### config.mk
export PLATFORM = sky130hd
export DESIGN_NAME = update_queue
export DESIGN_NICKNAME = d
export VERILOG_FILES = /design/src/hw/bpu_pkg.sv /design/src/hw/update_queue.sv
export SDC_FILE = /design/constraint.sdc
export NUM_CORES = 1
export LEC_CHECK = 0
export BUFFER_PORTS_ARGS = -buffer_cell sky130_fd_sc_hd__buf_2
export CORE_ASPECT_RATIO = 1.2
export CORE_MARGIN = 8
export CORE_UTILIZATION = 30
export CTS_BUF_LIST = sky130_fd_sc_hd__clkbuf_8
export DETAILED_ROUTE_END_ITERATION = 16
export PLACE_DENSITY = 0.51
export RECOVER_POWER = 100
export SLEW_MARGIN = 20
export SYNTH_ARGS = -nofsm -noshare
export SYNTH_HDL_FRONTEND = slang
export SYNTH_SLANG_ARGS = --single-unit
### constraint.sdc
create_clock -name clk -period 3.2 [get_ports clk]
set_clock_uncertainty 0.2 [all_clocks]
set_input_delay 0.64 -clock clk [delete_from_list [all_inputs] [get_ports clk]]
set_output_delay 0.64 -clock clk [all_outputs]
set_load 0.01 [all_outputs]
### src/hw/bpu_pkg.sv
package bpu_pkg;

    ////////////////////////////////////////////////////////////
    // branch classes, as resolved by execute
    ////////////////////////////////////////////////////////////

    typedef enum logic [1:0] {
        // not a branch, never trained
        BR_NONE = 2'b00,
        // conditional, direction from the pht
        BR_COND = 2'b01,
        // unconditional direct
        BR_JUMP = 2'b10,
        // call, predicted like a jump
        BR_CALL = 2'b11
    } br_type_e;

    ////////////////////////////////////////////////////////////
    // two-bit saturating counter
    ////////////////////////////////////////////////////////////

    // 00 strong nt, 01 weak nt, 10 weak t, 11 strong t
    typedef logic [1:0] counter_t;

    // every counter starts weak not-taken
    localparam counter_t CTR_RESET = 2'b01;

    // default sizes, overridden from the top level
    // word address, byte offset already dropped
    localparam int DEF_PC_W      = 30;
    localparam int DEF_PHT_IDX_W = 10;
    localparam int DEF_BTB_IDX_W = 6;
    localparam int DEF_UPD_DEPTH = 4;

endpackage

### src/hw/update_queue.sv
module update_queue #(
    parameter int PC_W      = bpu_pkg::DEF_PC_W,
    parameter int UPD_DEPTH = bpu_pkg::DEF_UPD_DEPTH
) (
    input  logic                clk,
    input  logic                arst_n,

    // updates from execute, one credit each
    input  logic                upd_valid,
    input  logic [PC_W-1:0]     upd_pc,
    input  bpu_pkg::br_type_e   upd_type,
    input  logic                upd_taken,
    input  logic [PC_W-1:0]     upd_target,
    output logic                upd_credit,

    // head entry toward the tables
    output logic                trn_valid,
    output logic [PC_W-1:0]     trn_pc,
    output bpu_pkg::br_type_e   trn_type,
    output logic                trn_taken,
    output logic [PC_W-1:0]     trn_target
);

    localparam int PTR_W = (UPD_DEPTH > 1) ? $clog2(UPD_DEPTH) : 1;
    localparam int CNT_W = $clog2(UPD_DEPTH + 1);

    // payload arrays, one per field
    logic [PC_W-1:0]   q_pc     [UPD_DEPTH];
    bpu_pkg::br_type_e q_type   [UPD_DEPTH];
    logic              q_taken  [UPD_DEPTH];
    logic [PC_W-1:0]   q_target [UPD_DEPTH];

    logic [PTR_W-1:0]  wr_ptr;
    logic [PTR_W-1:0]  rd_ptr;
    logic [CNT_W-1:0]  count;

    ////////////////////////////////////////////////////////////
    // drain side
    ////////////////////////////////////////////////////////////

    // tables never stall, so the head leaves every cycle
    assign trn_valid  = (count != '0);
    assign upd_credit = trn_valid;
    assign trn_pc     = q_pc[rd_ptr];
    assign trn_type   = q_type[rd_ptr];
    assign trn_taken  = q_taken[rd_ptr];
    assign trn_target = q_target[rd_ptr];

    // payload lands at the tail
    always_ff @(posedge clk) begin
        if (upd_valid) begin
            q_pc[wr_ptr]     <= upd_pc;
            q_type[wr_ptr]   <= upd_type;
            q_taken[wr_ptr]  <= upd_taken;
            q_target[wr_ptr] <= upd_target;
        end
    end

    // pointers wrap at depth, count tracks push minus pop
    always_ff @(posedge clk or negedge arst_n) begin
        if (!arst_n) begin
            wr_ptr <= '0;
            rd_ptr <= '0;
            count  <= '0;
        end else begin
            if (upd_valid) begin
                wr_ptr <= (wr_ptr == PTR_W'(UPD_DEPTH - 1)) ? '0 : wr_ptr + 1'b1;
            end
            if (trn_valid) begin
                rd_ptr <= (rd_ptr == PTR_W'(UPD_DEPTH - 1)) ? '0 : rd_ptr + 1'b1;
            end
            count <= count + CNT_W'(upd_valid) - CNT_W'(trn_valid);
        end
    end

    // sender out of credits must hold off
    a_no_write_full: assert property (
        @(posedge clk) disable iff (!arst_n)
        upd_valid |-> (count != CNT_W'(UPD_DEPTH))
    ) else $error("update_queue: write while full");

    // pointers must agree that an entry is there
    a_no_credit_empty: assert property (
        @(posedge clk) disable iff (!arst_n)
        upd_credit |-> (rd_ptr != wr_ptr) || (count == CNT_W'(UPD_DEPTH))
    ) else $error("update_queue: credit returned while empty");

endmodule

; ---- After elaboration in Yosys (flattened, before gate mapping)
; Memories as Yosys holds them, arrays and structs flattened.
; Index checks and enable logic that the tools add are counted.
[word_totals]
wordCells = 18
n_memories = 4
ramBits = 252
regBits = 7
[memory_table]
columns = name, words, width, read_ports, rd_clocked_by_memory_dff, wr, line_no
row1 = q_pc, 4, 30, 1, 0, 1, update_queue.sv:28  ; logic [PC_W-1:0] q_pc [UPD_DEPTH];
row2 = q_target, 4, 30, 1, 0, 1, update_queue.sv:31  ; logic [PC_W-1:0] q_target [UPD_DEPTH];
row3 = q_type, 4, 2, 1, 0, 1, update_queue.sv:29  ; bpu_pkg::br_type_e q_type [UPD_DEPTH];
row4 = q_taken, 4, 1, 1, 0, 1, update_queue.sv:30  ; logic q_taken [UPD_DEPTH];
[classes]
n_reduce_logical = 1
n_addsub = 4
n_eq_ne = 2
n_mux = 4
[op_table]
columns = operator, count
row1 = $add A2 B1 Y2 const B, 2
row2 = $eq A2 B2 Y1 const B, 2
row3 = $mux W2, 2
row4 = $add A3 B1 Y3, 1
row5 = $reduce_bool A3 Y1, 1
row6 = $sub A3 B1 Y3, 1
row7 = $mux W1, 2

; ---- Logic depth before layout (Yosys ltp)
[logic_depth]
ltp_word = 2
mapped_depth = 8
depth_no_buf = 8

; ---- Least setup slack after synthesis
; OpenSTA, ideal clock, no wires.
[synth_timing]
path_kind = input -> register
start = input port upd_valid
end = memory q_pc[0][0] in the netlist's numbering, enable pin
arrival_ps = 2124
n_path_buf = 0
cell_stages = 1
slack_ps = 448
setup_time_ps = 427
path_cell_list = and2_1
[synth_via]
elab_chain_len = 2
[synth_rtl]
columns = item, line_no
row1 = start: declaration, update_queue.sv:9  ; input logic upd_valid,
row2 = $mux W1, update_queue.sv:51  ; if (upd_valid) begin
row3 = $mux W1 (not written as such), update_queue.sv:52  ; q_pc[wr_ptr] <= upd_pc;
row4 = end: declaration, update_queue.sv:28
; Every way passes these cells.

; ---- Worst setup path in the final report
[layout_timing]
start = register rd_ptr[1]
end = output port trn_target[8]
[layout_via]
elab_chain_len = 1
[layout_rtl]
columns = item, line_no
row1 = start: declaration, update_queue.sv:34  ; logic [PTR_W-1:0] rd_ptr;
row2 = start signal: assignment, update_queue.sv:70  ; rd_ptr <= (rd_ptr == PTR_W'(UPD_DEPTH - 1)) ? '0 : rd_ptr + 1'b1;
row3 = $mem_v2 Z4 W30, --
row4 = end: declaration, update_queue.sv:21  ; output logic [PC_W-1:0] trn_target
; Every way passes these cells.

==> impl_metrics.py <==
metrics = {
    "global_routing": {
        "grt_pass1_vias": 4996,
        "grt_overflow_total": 0,
        "antenna_found_initial": 3,
        "grtUsageTotal": 0.104,
        "grt_pass1_wl_mm": 29.2,
        "grt_max_degree": 41,
    },
    "worst_setup_path": {
        "rr_startpoint": "wr_ptr[1]",
        "required_ns": 2.36,
        "r2r_end": "q_pc[0][4]",
        "r2r_slack_ns": 0.54,
        "cp_max_fo": 37,
        "crit_arrival_ns": 2.19,
        "start_kind": "flip-flop",
        "cp-end-kind": "output port",
        "r2r_cells": 4,
        "critPathKind": "flip-flop to output port",
    },
    "placement": {
        "hpwl_mm": 11.8,
        "place_inst": 890,
        "routabilityCongestion": 0.640,
        "io_buffers": 130,
    },
    "layout": {
        "nets": 609,
        "area_growth_pct": 19.5,
        "drive_above_1_share": 0.254,
        "fin_cells": 965,
        "diodes": 0,
    },
    "floorplan": {
        "core_area_sq_um": 31300,
        "die_area_sq_um": 37700,
        "die_w_um": 179,
        "die_h_um": 211,
        "start_util": 0.304,
        "rows": 71,
        "io_pins": 131,
    },
    "cts": {
        "clockRootBuffer": "clkbuf_8",
        "clock-sinks": 259,
        "path_clk_slew_ns": 0.06,
        "numCtsBuffers": 42,
        "cts_tree": "done",
        "insertion_delay_ns": 0.54,
        "post_cts_resize_count": 0,
        "htree_levels": 2,
        "clockBufferDepth": 3,
    },
    "yosys": {
        "synth_cell_types": 17,
        "yosysWarnings": 0,
        "syn_nets": 439,
        "synth_area_sq_um": 9510,
        "yosys_register_bits": 259,
        "synth.avg_cell_area_sq_um": 26.0,
        "syn_inst": 365,
        "yosysSeqAreaShare": 0.814,
    },
    "timing": {
        "period_needed_ns": 3.03,
        "tightestPinTransition_ns": 1.38,
        "finalSetupViolCount": 0,
        "fmax_ghz": 0.330,
        "fin_tns_setup_ns": 0,
        "rsz0062_at_grt": "false",
        "slew_violations": 0,
        "slew_headroom": 0.0778,
        "min_period_over_period": 0.947,
        "final-hold-violation-count": 0,
    },
    "pwr": {
        "p_leak_nw": 3.65,
        "powerDensity_nw_per_um2": 886,
        "power_mw": 10.1,
        "vdd_drop_max_uv": 456,
    },
    "min_path": {
        "hold_start": "upd_target[19]",
        "hold_path_class": "primary input to flip-flop",
        "min_path_cells": 1,
        "whs_endpoint": "q_target[2][19]",
    },
    "routing": {
        "drc": 0,
        "drt-total-wl_mm": 19.4,
        "route.vias.total": 4348,
        "antenna_left": 0,
        "dr.pass1.iters": 4,
        "post_drt_wl_per_cell_um": 20.1,
        "drt_iter0_drc": 191,
        "viasPerCell": 4.51,
    },
    "job": {
        "maxCapViolations": 0,
    },
    "run_status": {
        "outcome": "completed",
    },
}
[layout make-up]
class	count	area, sq um
flip-flops and latches	259	7750
repair buffers	141	681
clock buffers	45	619
clock inverters	28	160
inverters	6	22.5
well taps	401	502
multi-input cells	85	1620
fillers	2987	19900
[sequential cells by signal (all words and copies together), names as in the netlist]
name / count
q_pc: 120
q_target: 120
q_type: 8
q_taken: 4
count: 3
rd_ptr: 2
wr_ptr: 2
[worst max path at each step]
stage          startpoint        endpoint  slack [ns]  cells after the start
3_5_place_dp    rd_ptr[0]  trn_target[25]        0.59                      3
3_3_place_gp    rd_ptr[0]  trn_target[25]        0.59                      3
2_1_floorplan   upd_valid      q_pc[0][0]        0.45                      1
5_1_grt         rd_ptr[0]       trn_pc[6]        0.02                      3
4_1_cts         rd_ptr[1]   trn_target[8]        0.07                      3
6_report        rd_ptr[1]   trn_target[8]        0.17                      3
[worst max-delay path, stage by stage, from the launching register on]
cell and delay [ns]:
dfrtp_4 0.84, buf_4 0.31, mux4_2 0.32, clkbuf_2 0.15
[cell usage after synthesis]
cell type  instances  area [sq um]
ha_1               7          87.6
or3b_2             1          8.76
xnor2_1            2          17.5
inv_1              6          22.5
mux4_2            63          1420
and2_1             4          25.0
fa_1               1          20.0
buf_6              6          67.6
buf_4              2          15.0
dfrtp_1            7           175
or3_1              1          6.26
o21ai_0            2          10.0
buf_2              7          35.0
mux2_2             2          22.5
edfxtp_1         252          7570
nor2_1             1          3.75
nand2_1            1          3.75
[layout by cell type (no fill, tap or decap)]
| master | n |
|---|---|
| clkinv_1 | 8 |
| buf_12 | 7 |
| mux4_2 | 63 |
| xnor2_1 | 2 |
| bufinv_16 | 2 |
| dfrtp_4 | 2 |
| clkbuf_8 | 45 |
| or3b_2 | 1 |
| or3_1 | 1 |
| clkbuf_2 | 11 |
| inv_1 | 22 |
| ha_1 | 7 |
| and2_1 | 4 |
| nor2_1 | 1 |
| dlygate4sd3_1 | 1 |
| buf_4 | 3 |
| dfrtp_1 | 5 |
| mux2_2 | 2 |
| buf_2 | 5 |
| fa_1 | 1 |
| edfxtp_1 | 252 |
| o21ai_0 | 2 |
| clkinv_2 | 2 |
| nand2_1 | 1 |
| clkbuf_1 | 114 |
[cells by family after synthesis]
kind of cell             count (synthesis)  synth area share
AO/OA/AOI/OAI                            2           0.00105
flip-flops                             259             0.814
XOR/XNOR                                 2           0.00184
buffers and inverters                   21            0.0147
multiplexers                            65             0.152
AND/OR/NAND/NOR                          8           0.00500
adder cells (fa/ha/maj)                  8            0.0113
[layer usage]
| layer | vias up | wire, um | part of all wire | global-route usage |
|---|---|---|---|---|
| li1 | 1903 | - | - | - |
| met1 | 2258 | 7600 | 0.39 | 0.118 |
| met2 | 135 | 9720 | 0.50 | 0.175 |
| met3 | 46 | 1540 | 0.080 | 0.0393 |
| met4 | 6 | 456 | 0.024 | 0.0394 |
| met5 | - | 39 | 0.0020 | 0 |
[what timing repair did]
item,CTS,global route
endpoints found under the setup margin,27,0
hold buffers,1,0
endpoints found under the hold margin,7,0
buffers inserted,1,0
[stage by stage]
stage | setup WS (ns) | utilization | cell area (sq um) | hold WS [ns]
4_1_cts | 0.0687 | 0.368 | 11500 | 0.0494
6_report | 0.169 | 0.363 | 11400 | 0.149
3_3_place_gp | 0.588 | 0.343 | 10700 | 0.255
3_5_place_dp | 0.586 | 0.343 | 10700 | 0.259
2_1_floorplan | 0.448 | - | 9510 | 0.144
5_1_grt | 0.0219 | 0.363 | 11400 | 0.105
[power by group]
part / leakage [nW] / internal [mW] / switching [mW]
Combinational: 0.799 / 1.28 / 1.48
Clock: 0.457 / 1.45 / 1.21
Sequential: 2.40 / 4.37 / 0.286
Total: 3.65 / 7.10 / 2.97
Note: power is estimated with default switching activity, not from simulation.
