$ cat src/hw/bpu_pkg.sv
package bpu_pkg;

    ////////////////////////////////////////////////////////////
    // branch classes, as resolved by execute
    ////////////////////////////////////////////////////////////

    typedef enum logic [1:0] {
        // not a branch, never trained
        BR_NONE = 2'b00,
        // conditional, direction from the pht
        BR_COND = 2'b01,
        // unconditional direct
        BR_JUMP = 2'b10,
        // call, predicted like a jump
        BR_CALL = 2'b11
    } br_type_e;

    ////////////////////////////////////////////////////////////
    // two-bit saturating counter
    ////////////////////////////////////////////////////////////

    // 00 strong nt, 01 weak nt, 10 weak t, 11 strong t
    typedef logic [1:0] counter_t;

    // every counter starts weak not-taken
    localparam counter_t CTR_RESET = 2'b01;

    // default sizes, overridden from the top level
    // word address, byte offset already dropped
    localparam int DEF_PC_W      = 30;
    localparam int DEF_PHT_IDX_W = 10;
    localparam int DEF_BTB_IDX_W = 6;
    localparam int DEF_UPD_DEPTH = 4;

endpackage

$ cat src/hw/pred_table.sv
module pred_table #(
    parameter type entry_t   = logic [1:0],
    parameter int  IDX_W     = 4,
    parameter entry_t RESET_VAL = '0
) (
    input  logic             clk,
    input  logic             arst_n,

    // read port a
    input  logic [IDX_W-1:0] rd_addr_a,
    output entry_t           rd_data_a,

    // read port b
    input  logic [IDX_W-1:0] rd_addr_b,
    output entry_t           rd_data_b,

    // single write port
    input  logic             wr_en,
    input  logic [IDX_W-1:0] wr_addr,
    input  entry_t           wr_data
);

    localparam int DEPTH = 2 ** IDX_W;

    ////////////////////////////////////////////////////////////
    // storage
    ////////////////////////////////////////////////////////////

    // plain flop array, no sram
    entry_t mem [DEPTH];

    // every entry back to the reset value
    // write lands at the edge ending the cycle
    always_ff @(posedge clk or negedge arst_n) begin
        if (!arst_n) begin
            for (int i = 0; i < DEPTH; i++) begin
                mem[i] <= RESET_VAL;
            end
        end else if (wr_en) begin
            mem[wr_addr] <= wr_data;
        end
    end

    ////////////////////////////////////////////////////////////
    // asynchronous reads
    ////////////////////////////////////////////////////////////

    // old value seen in the write cycle, new one from the next
    assign rd_data_a = mem[rd_addr_a];
    assign rd_data_b = mem[rd_addr_b];

    ////////////////////////////////////////////////////////////
    // checks
    ////////////////////////////////////////////////////////////

    // an x address would corrupt an unknown entry
    a_wr_addr_known: assert property (
        @(posedge clk) disable iff (!arst_n)
        wr_en |-> !$isunknown(wr_addr)
    ) else $error("pred_table: write with unknown address");

endmodule

$ cat src/hw/pht.sv
module pht #(
    parameter int PC_W      = bpu_pkg::DEF_PC_W,
    parameter int PHT_IDX_W = bpu_pkg::DEF_PHT_IDX_W
) (
    input  logic                clk,
    input  logic                arst_n,

    // prediction side
    input  logic [PC_W-1:0]     pc,
    output logic                pred_ctr_taken,

    // training side, from the update queue
    input  logic                trn_valid,
    input  logic [PC_W-1:0]     trn_pc,
    input  bpu_pkg::br_type_e   trn_type,
    input  logic                trn_taken
);

    // counter read for prediction
    bpu_pkg::counter_t ctr_pred;
    // counter read at the training pc
    bpu_pkg::counter_t ctr_old;
    // counter after one step
    bpu_pkg::counter_t ctr_new;
    logic              ctr_wr_en;

    ////////////////////////////////////////////////////////////
    // counter table
    ////////////////////////////////////////////////////////////

    // index is pc[PHT_IDX_W:1], same bits on both sides
    pred_table #(
        .entry_t   (bpu_pkg::counter_t),
        .IDX_W     (PHT_IDX_W),
        .RESET_VAL (bpu_pkg::CTR_RESET)
    ) table_i (
        .clk       (clk),
        .arst_n    (arst_n),
        .rd_addr_a (pc[PHT_IDX_W:1]),
        .rd_data_a (ctr_pred),
        .rd_addr_b (trn_pc[PHT_IDX_W:1]),
        .rd_data_b (ctr_old),
        .wr_en     (ctr_wr_en),
        .wr_addr   (trn_pc[PHT_IDX_W:1]),
        .wr_data   (ctr_new)
    );

    // upper bit set means weak or strong taken
    assign pred_ctr_taken = ctr_pred[1];

    ////////////////////////////////////////////////////////////
    // training
    ////////////////////////////////////////////////////////////

    // one step toward the resolved direction
    // held at 11 and at 00
    always_comb begin
        ctr_new = ctr_old;
        if (trn_taken && ctr_old != 2'b11) begin
            ctr_new = ctr_old + 2'b01;
        end else if (!trn_taken && ctr_old != 2'b00) begin
            ctr_new = ctr_old - 2'b01;
        end
    end

    // non-branches leave the counter alone
    assign ctr_wr_en = trn_valid && (trn_type != bpu_pkg::BR_NONE);

endmodule

$ cat config.mk
export PLATFORM = sky130hd
export DESIGN_NAME = pht
export DESIGN_NICKNAME = d
export VERILOG_FILES = /design/src/hw/bpu_pkg.sv /design/src/hw/pred_table.sv /design/src/hw/pht.sv
export SDC_FILE = /design/constraint.sdc
export NUM_CORES = 2
export LEC_CHECK = 0
export BUFFER_PORTS_ARGS = -buffer_cell sky130_fd_sc_hd__clkbuf_2
export CORE_MARGIN = 2
export CORE_UTILIZATION = 60
export DETAILED_ROUTE_END_ITERATION = 10
export HOLD_SLACK_MARGIN = 0.1
export PLACE_DENSITY = 0.73
export SLEW_MARGIN = 40
export SYNTH_ARGS = -nofsm -noshare
export SYNTH_HDL_FRONTEND = slang
export SYNTH_SLANG_ARGS = --single-unit
$ cat constraint.sdc
create_clock -name clk -period 8.8 [get_ports clk]
set_clock_uncertainty 0.2 [all_clocks]
set_input_delay 1.32 -clock clk [delete_from_list [all_inputs] [get_ports clk]]
set_output_delay 1.32 -clock clk [all_outputs]
set_load 0.1 [all_outputs]
## After elaboration in Yosys (flattened, before gate mapping)

Index checks and enable logic that the tools add are counted.

| word-level totals | value |
|---|---|
| register bits after elaboration | 2048 |
| bits in latches | 0 |
| memory bits (writable) | 0 |
| bits in read-only memories | 0 |
| bits of input ports | 66 |
| output and inout port bits | 1 |
| word-level logic and storage cells | 1050 |
| memories kept | 0 |

| operators by class | value |
|---|---|
| add/subtract/negate cells | 2 |
| multipliers | 0 |
| divide/modulo/power cells | 0 |
| $lt $le $gt $ge | 3 |
| equality and inequality tests | 1 |
| shift operators | 0 |
| multiplexer cells | 11 |
| bitwise operators | 2 |
| reductions and logical operators | 7 |

Operators with widths:

| operator | count |
|---|---|
| $bwmux W2048 | 1 |
| $bmux W2 S10 | 2 |
| $ge A11 B11 Y1 const B | 2 |
| $not A10 Y11 | 2 |
| $demux W2 S10 | 1 |
| $mux W2 | 7 |
| $lt A11 B1 Y1 const B | 1 |
| $logic_and A1 B1 Y1 | 4 |
| $reduce_bool A2 Y1 | 2 |
| $add A2 B1 Y2 const B | 1 |
| $ne A2 B2 Y1 const B | 1 |
| $sub A2 B1 Y2 const B | 1 |
| $logic_not A1 Y1 | 1 |

## Longest topological paths before layout

| logic depth | value |
|---|---|
| word-level depth | 9 |
| gate-level depth with buffers | 25 |
| gate-level depth less buffers | 15 |

## Modules after synthesis

A second synthesis with hierarchy kept.

| second synthesis, totals | value |
|---|---|
| cells, all modules | 8536 |
| area total of the unflattened synthesis | 115976.2 um2 |

By module, submodules not included:

| module | instances | cells each | area an instance (um2) | sequential area each (um2) |
|---|---|---|---|---|
| pred_table | 1 | 8528 | 115908.7 | 52530.4 |
| pht | 1 | 8 | 67.6 | 0.0 |

## Least setup slack after synthesis

Ideal clock, no wire load.

| timing path | value |
|---|---|
| kind | input to output |
| from | input port pc[1] |
| to | output port pred_ctr_taken |
| arrival time | 5.041 ns |
| required time | 7.280 ns |
| setup slack | 2.239 ns |
| stages | 11 |
| path buffers | 4 |
| path through | clkbuf_1 > buf_2 > buf_1 > clkbuf_1 > mux4_2 > mux4_2 > a22oi_1 > a21oi_1 > nor3_1 > o211a_1 > nor2_1 |

| on the way | value |
|---|---|
| longest elaborated chain between the ends | 4 |

Ends and longest elaborated chain:

| item | RTL line | source |
|---|---|---|
| start: declaration | pht.sv:9 | `input logic [PC_W-1:0] pc,` |
| $not A10 Y11 (not written as such) | pred_table.sv:49 | `assign rd_data_a = mem[rd_addr_a];` |
| $bmux W2 S10 | pred_table.sv:49 |  |
| $mux W2 (not written as such) (2 in a row) | pred_table.sv:49 |  |
| end: declaration | pht.sv:10 | `output logic pred_ctr_taken,` |

No other way between the ends. The select of a mux whose other input is x is not followed.

## Final worst setup path

| timing path | value |
|---|---|
| from | input port trn_pc[5] |
| to | register table_i.mem[1007] (netlist name) |

| on the way | value |
|---|---|
| longest elaborated chain between the ends | 9 |
| elaborated cells between the ends (all ways) | 18 |
| classes of those cells | add/sub (2); order compare (2); eq/ne (1); mux (8); bitwise (1); reduce/logical (4) |

Ends and longest elaborated chain:

| item | RTL line | source |
|---|---|---|
| start: declaration | pht.sv:14 | `input logic [PC_W-1:0] trn_pc,` |
| $not A10 Y11 (not written as such) (*) | pred_table.sv:40, pred_table.sv:50 |  |
| branches (longest 7 deep; another with $sub A2 B1 Y2) | -- |  |
| $bwmux W2048 (*) | pred_table.sv:40 | `mem[wr_addr] <= wr_data;` |
| end signal: indexed assignment | pred_table.sv:40 |  |
| end: declaration | pred_table.sv:30 | `entry_t mem [DEPTH];` |

Mark *: on every way between the ends. The select of a mux whose other input is x is not followed.
A chain may end at the register's enable or synchronous reset.

==> results by group <==
Worst setup path
  – WS Path Type: in -> reg
  – Largest delay share family, worst path: buffers and inverters
  – Worst Setup End Kind: flip-flop
  – Worst path max stage delay: 0.69 ns
  – Critical Path RT: 9.29 ns
  – Critical path fanouts, max: 46
  – Crit-path slowest cell: a31oi_1
  – CP cell instances: clkbuf_2 -> buf_4 -> nand4bb_4 -> buf_12 -> buf_4 -> o22ai_1 -> nor2_1 -> a31oi_1 -> a2111oi_0 -> nor4_1 -> buf_4 -> nor2_1 -> and2_1 -> ha_1 -> nor2_1 -> a21oi_1 -> a21oi_4 -> buf_12 -> buf_12 -> a31oi_1
  – Critical Path AT: 7.72 ns
  – R2R setup slack: 3.30 ns
  – Crit path buffers/inverters: 7
  – CP Launch Type: input port

Logic synthesis
  – #FFs+latches synth: 2048
  – Yosys cell types: 60
  – Post-synthesis instance total: 10700
  – Mapped cell area: 0.109 sq mm
  – Avg Cell Area, Syn: 10.1 sq um
  – Post-synth EDFFs: 0
  – Sequential share of the synthesized area: 48.3%
  – Ys flop type: dfstp_2
  – YS warnings: 0
  – Post-synthesis async set-or-reset flop share: 100%
  – Syn nets: 10800

Clocking
  – Post-CTS Setup Bufs: 0
  – Htree depth: 4
  – Post-CTS Resized: 0
  – Total CTS buffers: 213
  – CTS Sinks: 2048
  – CTS Buffer Depth: 3
  – CTS Hold Bufs: 0
  – Worst-skew pair later-pin latency: 0.89 ns
  – TritonCTS clock tree: built
  – CTS clk-pin slew, worst paths: 0.06 ns
  – Root Buffer: clkbuf_16

Die
  – Die Y: 430 microns
  – Die area: 0.185 sq mm
  – Die X: 430 microns
  – Core area: 0.181 sq mm
  – Starting Density: 60.3%
  – Cell row count: 156
  – I/O pins: 67

Placement
  – Routability cong.: 0.887
  – Area post-placement: 0.112 sq mm
  – # port buffers: 26
  – Setup WS pre-CTS: 1.10 ns
  – Detail Placement HPWL: 211 mm

Power and ir drop
  – Max VDD drop: 0.000226 V
  – Clock share of power: 43.8%
  – PD cells: 179 mW/mm^2
  – Leak: 0.0453 uW
  – Pwr Total: 21400 uW
  – Psw: 5630 uW
  – Reg power frac: 45.8%
  – Internal power: 15800 uW
  – Comb pwr share: 10.3%
  – Switching Fraction: 26.3%

Global routing
  – Number of global-route vias before repair: 88600
  – Initial antenna violation count: 17
  – First-pass GRT wire length: 570 mm
  – Global route total overflow: 0
  – Pin count of the biggest net entering global routing: 164
  – All-Layer GR Usage: 41.0%

Run
  – # Max-Cap Violations: 0

Drt
  – TritonRoute pass-1 iters: 7
  – Total vias in the final route: 93300
  – DRT iter0 DRCs: 15400
  – Drt total wl: 385 mm
  – Per-cell routed wire length: 30.5 microns
  – Routed Antenna Nets: 0
  – Vias/cell: 7.39
  – DRC errors left: 0

Timing
  – Worst-margin pin slew: 1.03 ns
  – Final setup viols: 0
  – Rel. slew slack: 31.5%
  – Max Clk Rate: 138 MHz
  – Final Critical Period: 7.23 ns
  – Crit share post-route: 82.1%
  – Final setup margin: 1.57 ns
  – Hold Vio Cnt, Final: 0
  – Unrepaired setup endpoints after global routing: no
  – Pins over their slew limit: 0
  – Final hold slack: 0.265 ns
  – Setup TNS: 0 ns

Finish
  – Area growth from synthesis to layout: 9.42%
  – Max FFs per register: 2048
  – Final Cell Area: 0.119 sq mm
  – Largest registers: table_i.mem: 2048 flops
  – Share of cells above drive strength 1: 22.1%
  – Largest Register: table_i.mem
  – Layout Nets: 10100

Status
  – Outcome: finished clean

Hold path
  – Min-delay worst type: reg -> reg
-- cells by family after synthesis --
kind of cell,after synthesis,share of synthesized area (%)
flops,2048,48.3
mux,1315,16.3
compound gates,3638,21.1
simple gates,2426,8.86
fa+ha+maj,2,0.0230
buf+inv,1307,5.42
-- final timing paths --
path | to | depth (start not counted) | from
max in group asynchronous | table_i.mem[1990] | 5 | arst_n
max | table_i.mem[1007] | 20 | trn_pc[5]
min | table_i.mem[992] | 2 | table_i.mem[992]
min reg2reg | table_i.mem[992] | 2 | table_i.mem[992]
max reg2reg | table_i.mem[1007] | 17 | table_i.mem[496]
min in group asynchronous | table_i.mem[816] | 1 | arst_n
-- through the flow --
| step | instances | util (%) |
|---|---|---|
| floorplan | 10700 | - |
| global placement | 12200 | 61.4 |
| detailed placement | 12200 | 61.8 |
| CTS | 12600 | 65.8 |
| global route | 12600 | 66.0 |
| finish | 12600 | 66.0 |
-- metal layers --
layer  wire length [microns]  vias to the layer above  global-route usage (%)
met1                  139000                    45900                    54.3
met3                   52000                     1631                    11.6
met2                  166000                     6746                    59.6
met5                     245                        -                   0.182
met4                   28000                       27                    25.6
li1                        -                    39000                       -
-- power by group through the flow --
stage / Combinational (uW) / Clock (uW) / Sequential [uW]
2_1_floorplan: 1340 / 0 / 9910
3_5_place_dp: 2140 / 0 / 9940
3_3_place_gp: 2080 / 0 / 9930
4_1_cts: 2140 / 9390 / 9790
6_report: 2210 / 9370 / 9800
5_1_grt: 2320 / 9790 / 9810
-- area by class of cell --
cell class / count / area, sq um
clock buffers: 336 / 6460
clock inverters: 64 / 778
multi-input cells: 7381 / 51100
diodes: 9 / 22.5
repair buffers: 416 / 5230
well taps: 2370 / 2970
fillers: 13500 / 61400
flip-flops and latches: 2048 / 52500
inverters: 7 / 28.8
-- worst reg2reg max path: stages, from the launching register on --
cell and delay (ns):
dfstp_2 0.37, mux4_2 0.46, mux2_2 0.28, and3_1 0.18, a221o_1 0.28, o21ai_1 0.60
a32oi_1 0.26, a2111oi_2 0.49, and2_1 0.24, inv_1 0.05, ha_1 0.20, nand2b_1 0.16
nor2_1 0.12, a21oi_1 0.08, a21oi_4 0.55, buf_12 0.35, buf_12 0.31, a31oi_1 0.14
-- layout by cell type, fill, tap and decap left out, drive strengths merged, types with 46 or more instances in the layout --
cell	instances
nor4	109
clkinv	46
buf	396
nor2	111
a31oi	1027
nand2	2111
o31ai	1025
dfrtp	1024
dfstp	1024
mux4	370
a21oi	1050
o22ai	451
mux2i	940
clkbuf	356
-- cells in the mapped netlist (4+ instances only) --
| master | n | area, sq um |
|---|---|---|
| or4b_1 | 4 | 40.0 |
| buf_2 | 318 | 1590 |
| o31ai_1 | 1005 | 7540 |
| a22o_1 | 8 | 70.1 |
| mux4_2 | 370 | 8330 |
| buf_1 | 40 | 150 |
| nor3_1 | 23 | 115 |
| a32oi_1 | 5 | 43.8 |
| a211oi_1 | 8 | 60.1 |
| mux2_2 | 5 | 56.3 |
| buf_4 | 128 | 961 |
| nand4bb_1 | 5 | 56.3 |
| buf_6 | 15 | 169 |
| nand2_1 | 2111 | 7920 |
| a31oi_1 | 1027 | 6420 |
| or3_1 | 5 | 31.3 |
| nand2b_1 | 6 | 37.5 |
| and2_1 | 4 | 25.0 |
| nand4_1 | 4 | 25.0 |
| dfstp_2 | 1024 | 26900 |
| o2111ai_1 | 5 | 43.8 |
| nand3_1 | 21 | 105 |
| o211ai_1 | 4 | 30.0 |
| o22ai_1 | 451 | 2820 |
| a22oi_1 | 26 | 195 |
| or4_1 | 5 | 37.5 |
| and3_1 | 4 | 25.0 |
| nor2_1 | 111 | 417 |
| dfrtp_1 | 1024 | 25600 |
| a221oi_1 | 8 | 70.1 |
| clkbuf_1 | 799 | 3000 |
| o21ai_0 | 10 | 50.1 |
| o31ai_2 | 20 | 250 |
| mux2i_1 | 940 | 9410 |
| a21oi_1 | 1048 | 5250 |
| nor2b_1 | 4 | 25.0 |
| nor4_1 | 109 | 682 |
(Power assumes the default switching activity.)
